**src/logic/nn_pkg.sv**
```systemverilog
package nn_pkg;

    // Q4.12 samples, weights, bias and output
    localparam int DATA_W    = 16;
    localparam int DATA_FRAC = 12;

    // Q8.24 accumulator
    localparam int ACC_W    = 32;
    localparam int ACC_FRAC = 24;

    localparam int N_INPUTS = 8;
    localparam int IDX_W    = 3;

    // left shift that moves a Q4.12 word onto the Q8.24 binary point
    localparam int BIAS_SHIFT = ACC_FRAC - DATA_FRAC;

    // accumulator bits between the sign and the kept output window
    localparam int OVF_W = ACC_W - 1 - DATA_W - DATA_FRAC;

    localparam logic signed [DATA_W-1:0] OUT_MAX = {1'b0, {(DATA_W-1){1'b1}}};

    typedef struct packed {
        logic                 sign;
        logic [OVF_W-1:0]     ovf;
        logic [DATA_W-1:0]    keep;
        logic [DATA_FRAC-1:0] frac;
    } q_acc_fields_t;

    // one Q8.24 word, seen as a number by the MAC and as fields by the ReLU
    typedef union packed {
        logic [ACC_W-1:0] word;
        q_acc_fields_t    f;
    } q_acc_u;

endpackage

```
**src/logic/weight_store.sv**
```systemverilog
`timescale 1ns/1ps

module weight_store
    import nn_pkg::*;
(
    input  logic                     clk,
    input  logic                     reset,
    input  logic                     w_write,
    input  logic [3:0]               w_addr,
    input  logic signed [DATA_W-1:0] w_data,
    input  logic [IDX_W-1:0]         w_idx,
    output logic signed [DATA_W-1:0] weight,
    output logic signed [DATA_W-1:0] bias
);

    logic signed [DATA_W-1:0] weights [N_INPUTS];
    logic signed [DATA_W-1:0] bias_r;

    // addresses 0..7 hold weights, 8 holds the bias, the rest are dropped
    always_ff @(posedge clk) begin
        if (reset) begin
            for (int i = 0; i < N_INPUTS; i++) begin
                weights[i] <= '0;
            end
            bias_r <= '0;
        end else if (w_write) begin
            if (w_addr < 4'(N_INPUTS)) begin
                weights[w_addr[IDX_W-1:0]] <= w_data;
            end else if (w_addr == 4'(N_INPUTS)) begin
                bias_r <= w_data;
            end
        end
    end

    // combinational read for the MAC's current sample
    assign weight = weights[w_idx];
    assign bias   = bias_r;

    // host should only target the nine defined registers
    a_addr_range: assert property (
        @(posedge clk) disable iff (reset)
        w_write |-> (w_addr <= 4'(N_INPUTS))
    ) else $error("weight write to undefined address %0d", w_addr);

endmodule

```
**src/logic/neuron_mac.sv**
```systemverilog
`timescale 1ns/1ps

module neuron_mac
    import nn_pkg::*;
(
    input  logic                     clk,
    input  logic                     reset,
    input  logic                     x_valid,
    input  logic signed [DATA_W-1:0] x_data,
    output logic [IDX_W-1:0]         w_idx,
    input  logic signed [DATA_W-1:0] weight,
    input  logic signed [DATA_W-1:0] bias,
    output q_acc_u                   acc,
    output logic                     acc_valid
);

    // sample counter, wraps after the last sample of a vector
    logic [IDX_W-1:0] cnt;

    // stage 1 registers
    logic signed [ACC_W-1:0] prod;
    logic                    prod_valid;
    logic                    prod_first;
    logic                    prod_last;

    // bias moved to Q8.24
    logic signed [ACC_W-1:0] bias_q;

    assign w_idx = cnt;

    assign bias_q = {{(ACC_W - DATA_W - BIAS_SHIFT){bias[DATA_W-1]}},
                     bias,
                     {BIAS_SHIFT{1'b0}}};

    always_ff @(posedge clk) begin
        if (reset) begin
            cnt <= '0;
        end else if (x_valid) begin
            cnt <= cnt + 1'b1;
        end
    end

    // stage 1 product of two Q4.12 words is already Q8.24
    always_ff @(posedge clk) begin
        if (reset) begin
            prod_valid <= 1'b0;
            prod_first <= 1'b0;
            prod_last  <= 1'b0;
        end else begin
            prod_valid <= x_valid;
            if (x_valid) begin
                prod_first <= (cnt == '0);
                prod_last  <= (cnt == IDX_W'(N_INPUTS - 1));
            end
        end
    end

    always_ff @(posedge clk) begin
        if (x_valid) begin
            prod <= x_data * weight;
        end
    end

    // stage 2 seeds with the bias on the first product and wraps mod 2^32
    always_ff @(posedge clk) begin
        if (prod_valid) begin
            if (prod_first) begin
                acc.word <= bias_q + prod;
            end else begin
                acc.word <= $signed(acc.word) + prod;
            end
        end
    end

    always_ff @(posedge clk) begin
        if (reset) begin
            acc_valid <= 1'b0;
        end else begin
            acc_valid <= prod_valid & prod_last;
        end
    end

    // finished sums are at least one vector apart
    a_single_pulse: assert property (
        @(posedge clk) disable iff (reset)
        acc_valid |=> !acc_valid
    ) else $error("acc_valid high in two consecutive cycles");

endmodule

```
**src/logic/relu_sat.sv**
```systemverilog
`timescale 1ns/1ps

module relu_sat
    import nn_pkg::*;
(
    input  logic                     clk,
    input  logic                     reset,
    input  q_acc_u                   acc,
    input  logic                     acc_valid,
    output logic signed [DATA_W-1:0] y_data,
    output logic                     y_valid
);

    logic too_big;

    // anything set above the output's sign position cannot fit in Q4.12
    assign too_big = (|acc.f.ovf) | acc.f.keep[DATA_W-1];

    always_ff @(posedge clk) begin
        if (reset) begin
            y_valid <= 1'b0;
        end else begin
            y_valid <= acc_valid;
        end
    end

    // y_data holds between results
    always_ff @(posedge clk) begin
        if (reset) begin
            y_data <= '0;
        end else if (acc_valid) begin
            if (acc.f.sign) begin
                // negative sums clip to zero
                y_data <= '0;
            end else if (too_big) begin
                y_data <= OUT_MAX;
            end else begin
                // low fraction bits are simply dropped
                y_data <= acc.f.keep;
            end
        end
    end

    // the ReLU never lets a negative value out
    a_non_negative: assert property (
        @(posedge clk) disable iff (reset)
        y_valid |-> !y_data[DATA_W-1]
    ) else $error("negative output 0x%h from relu", y_data);

endmodule

```
**src/logic/dense_neuron.sv**
```systemverilog
`timescale 1ns/1ps

module dense_neuron
    import nn_pkg::*;
(
    input  logic                     clk,
    input  logic                     reset,
    input  logic                     w_write,
    input  logic [3:0]               w_addr,
    input  logic signed [DATA_W-1:0] w_data,
    input  logic                     x_valid,
    input  logic signed [DATA_W-1:0] x_data,
    output logic                     y_valid,
    output logic signed [DATA_W-1:0] y_data
);

    logic [IDX_W-1:0]         w_idx;
    logic signed [DATA_W-1:0] weight;
    logic signed [DATA_W-1:0] bias;
    q_acc_u                   acc;
    logic                     acc_valid;

    weight_store u_weight_store (
        .clk     (clk),
        .reset   (reset),
        .w_write (w_write),
        .w_addr  (w_addr),
        .w_data  (w_data),
        .w_idx   (w_idx),
        .weight  (weight),
        .bias    (bias)
    );

    neuron_mac u_neuron_mac (
        .clk       (clk),
        .reset     (reset),
        .x_valid   (x_valid),
        .x_data    (x_data),
        .w_idx     (w_idx),
        .weight    (weight),
        .bias      (bias),
        .acc       (acc),
        .acc_valid (acc_valid)
    );

    relu_sat u_relu_sat (
        .clk       (clk),
        .reset     (reset),
        .acc       (acc),
        .acc_valid (acc_valid),
        .y_data    (y_data),
        .y_valid   (y_valid)
    );

endmodule

```
**config.mk**
```make
export PLATFORM = sky130hd
export DESIGN_NAME = dense_neuron
export DESIGN_NICKNAME = d
export VERILOG_FILES = /design/src/logic/nn_pkg.sv /design/src/logic/weight_store.sv /design/src/logic/neuron_mac.sv /design/src/logic/relu_sat.sv /design/src/logic/dense_neuron.sv
export SDC_FILE = /design/constraint.sdc
export NUM_CORES = 1
export LEC_CHECK = 0
export BUFFER_PORTS_ARGS = -buffer_cell sky130_fd_sc_hd__buf_2
export CAP_MARGIN = 20
export CORE_MARGIN = 5
export CORE_UTILIZATION = 38
export DETAILED_ROUTE_END_ITERATION = 8
export PLACE_DENSITY = 0.65
export SLEW_MARGIN = 20
export SYNTH_ARGS = -nofsm -noshare
export SYNTH_HDL_FRONTEND = slang
export SYNTH_HIERARCHICAL = 1
export SYNTH_SLANG_ARGS = --single-unit
```
**constraint.sdc**
```tcl
create_clock -name clk -period 12.5 [get_ports clk]
set_input_delay 1.875 -clock clk [delete_from_list [all_inputs] [get_ports clk]]
set_output_delay 1.875 -clock clk [all_outputs]
set_load 0.1 [all_outputs]
```
==> flow_summary.ini <==
[hold_path]
hp-class = reg -> reg
hold_path_startpoint = u_neuron_mac/prod_last
holdPathEnd = u_neuron_mac/acc_valid
holdPathStages = 2

[placed_design]
port_buffers = 56
place_ws_ns = 4.57
dp_hpwl_mm = 40.4
dp.cells = 2805
place_congestion = 0.890

[global_route]
grt_pass1_wl_mm = 86.2
grt_pass1_vias = 16100
antenna_found_initial = 4
grt_max_degree = 83
track_usage_pct = 16.9
grt_overflow_total = 0

[clock_network]
hold_buffers = 0
clock_path_buffers = 3
clock_sinks = 232
clk_latency_ns = 0.55
cts_resized = 0
cts_tree = built
htree_levels = 1
clk_pin_slew_ns = 0.06
post_cts_buffers = 0
cts_buffers = 25
root_buffer = clkbuf_16

[finish]
finish.utilization_pct = 41.5
final_cell_mix = 302 x inv_1, 264 x fa_1, 258 x and2_1, 192 x edfxtp_1, 170 x nand2_1
areaGrowthSynthToFinish_pct = 7.91
layout_commonest_cell = inv_1
drive_gt1_share_pct = 9.97
fin_cells = 2854
nets = 2507

[setup_path]
start_kind = flip-flop
crit_top_cell = fa_1
crit_type = reg -> reg
required_ns = 12.80
r2r-end = u_neuron_mac/prod[30]
critPathCaptureType = flip-flop
reg2regPathDepth = 21
cp_max_fo = 24
cp_top_family = adder cells
r2r_start = u_neuron_mac/w_idx[1]
critPathMaxStageDelay_ns = 0.89
crit_path_start = u_neuron_mac/w_idx[1]
worstPathCellList = buf_4 > mux4_2 > mux2_2 > and2_1 > fa_1 > fa_1 > fa_1 > fa_1 > fa_1 > inv_1 > fa_1 > inv_1 > ha_1 > a21o_1 > a21o_1 > a21o_1 > a21oi_1 > o21ai_0 > a41o_1 > o22ai_1 > xnor2_1
worst_ep_arrival_time_ns = 8.26
worst_path_max_delay_cell = fa_1
rrSetupSlack_ns = 4.55
path_buf_inv = 3

[synthesis]
synth_area_leaders = edfxtp_1 26%, fa_1 24%, ha_1 7.6%
synth_fp_nets = 2492
synth_top_family_by_area = adder cells
synth_compound_area_share_pct = 7.89
synth_seq_cells = 232
synth_top_area_cell = edfxtp_1
synthFlopType = edfxtp_1
yosysUniqueCellTypes = 86
synth_top_area_share_pct = 25.9
yosysSeqAreaShare_pct = 29.6
synth-xor-area-share_pct = 2.72
synthArstFlopShare_pct = 0
synthSimpleGateAreaFrac_pct = 16.4
synthMuxAreaShare_pct = 5.28
syn_avg_cell_area_um2 = 10.8
synth_cells = 2053
synthAdderAreaFrac_pct = 31.4
syn_area_mm2 = 0.0222
yosysWarnings = 6
synth-edff-count = 192

[timing]
report.final.slew_viol_count = 0
rsz0062_at_grt = false
clock_skew_ns = 0.0262
fin_setup_tns_ns = 0
final_hold_viol_count = 0
fin_ws_ns = 4.55
setup-violations-final = 0
relSlewSlack_pct = 30.1
worstMarginPinSlew_ns = 1.05
finalCritPeriodShare_pct = 63.6
fmax_mhz = 126
fin_crit_ns = 7.95

[floorplan]
ios = 57
die_x_um = 252
start_util_pct = 38.4
fp.coreArea_mm2 = 0.0578
rows = 88
dieHeight_um = 252
fp.dieArea_mm2 = 0.0634

[drt]
antenna_left = 0
num_vias = 14900
drt-initial-drc-count = 1044
drc = 0
drtPass1Iterations = 5
vias_per_cell = 5.21
drt_wl_total_mm = 54.0
detail_route.wl_per_cell_um = 18.9

[job]
cap_violations = 0

[status]
outcome = complete, no violations
[cell usage after synthesis (4+ instances only)]
master,n
a211oi_1,13
a21o_1,30
a21oi_1,55
a31oi_1,11
and2_1,258
buf_2,14
clkbuf_1,55
dfxtp_1,40
edfxtp_1,192
fa_1,264
ha_1,135
inv_1,302
mux2_2,17
mux2i_1,25
mux4_2,32
nand2_1,170
nand2b_1,48
nand3_1,12
nand4_1,7
nand4bb_1,4
nor2_1,62
nor2b_1,8
nor3_1,10
o211ai_1,14
o211ai_2,10
o21a_1,10
o21ai_0,46
o21ai_1,9
o21bai_1,9
o31ai_1,5
or2_2,8
or3b_2,14
or4bb_1,12
xnor2_1,50
xor2_1,19
[stage by stage]
| stage | cell area, um2 | hold slack [ns] |
|---|---|---|
| after floorplan | 22200 | 0.409 |
| after global placement | 23200 | 0.445 |
| after detailed placement | 23200 | 0.449 |
| after CTS | 24000 | 0.456 |
| after global routing | 24000 | 0.481 |
| final | 24000 | 0.452 |
[how the worst max path moves through the flow]
stage | slack [ns] | end | cells after the start
final | 4.55 | u_neuron_mac/prod[30] | 21
after global routing | 4.15 | u_neuron_mac/prod[30] | 21
after CTS | 4.56 | u_neuron_mac/prod[30] | 21
after detailed placement | 4.57 | u_neuron_mac/prod[30] | 21
after global placement | 4.68 | u_neuron_mac/prod[30] | 21
after floorplan | 4.95 | u_neuron_mac/prod[30] | 20
[per-layer routing]
layer,routed length [um],track usage (%),vias to the layer above
met2,28100,30.9,372
li1,-,-,6814
met1,21500,20.8,7567
met4,2250,6.03,0
met3,2100,1.78,121
met5,0,0,-
[flip-flops by register name, indices dropped and copies added (netlist names)]
register	count
u_weight_store/weights	128
u_neuron_mac/acc	32
u_neuron_mac/prod	32
u_relu_sat/y_data	16
u_weight_store/bias	16
u_neuron_mac/w_idx	3
u_neuron_mac/acc_valid	1
u_neuron_mac/prod_first	1
u_neuron_mac/prod_last	1
u_neuron_mac/prod_valid	1
u_relu_sat/y_valid	1
[worst register-to-register path, delay by kind of cell, from the launching register on]
| family | cells | cell delay [ns] |
|---|---|---|
| mux | 2 | 1.04 |
| simple gates | 1 | 0.25 |
| buf+inv | 3 | 0.60 |
| flops | 1 | 0.59 |
| compound gates | 7 | 1.30 |
| xor+xnor | 1 | 0.08 |
| fa+ha+maj | 7 | 3.84 |
[layout make-up]
cell class,instances,area (um2)
fillers,5483,33800
inverters,302,1130
well taps,765,957
repair buffers,67,367
flip-flops and latches,232,6570
diodes,2,5.00
clock buffers,32,662
clock inverters,14,145
multi-input cells,1440,14100
[cells by family (layout without fill, tap and decap cells)]
logic type / count (synthesis) / in the layout
simple gates: 643 / 643
compound gates: 254 / 254
flops: 232 / 232
other cells: 0 / 2
buf+inv: 381 / 415
mux: 75 / 75
fa+ha+maj: 399 / 399
xor+xnor: 69 / 69
Power is not shown: default switching activity piles up to over one toggle a cycle in this logic, so the estimate is an artifact.
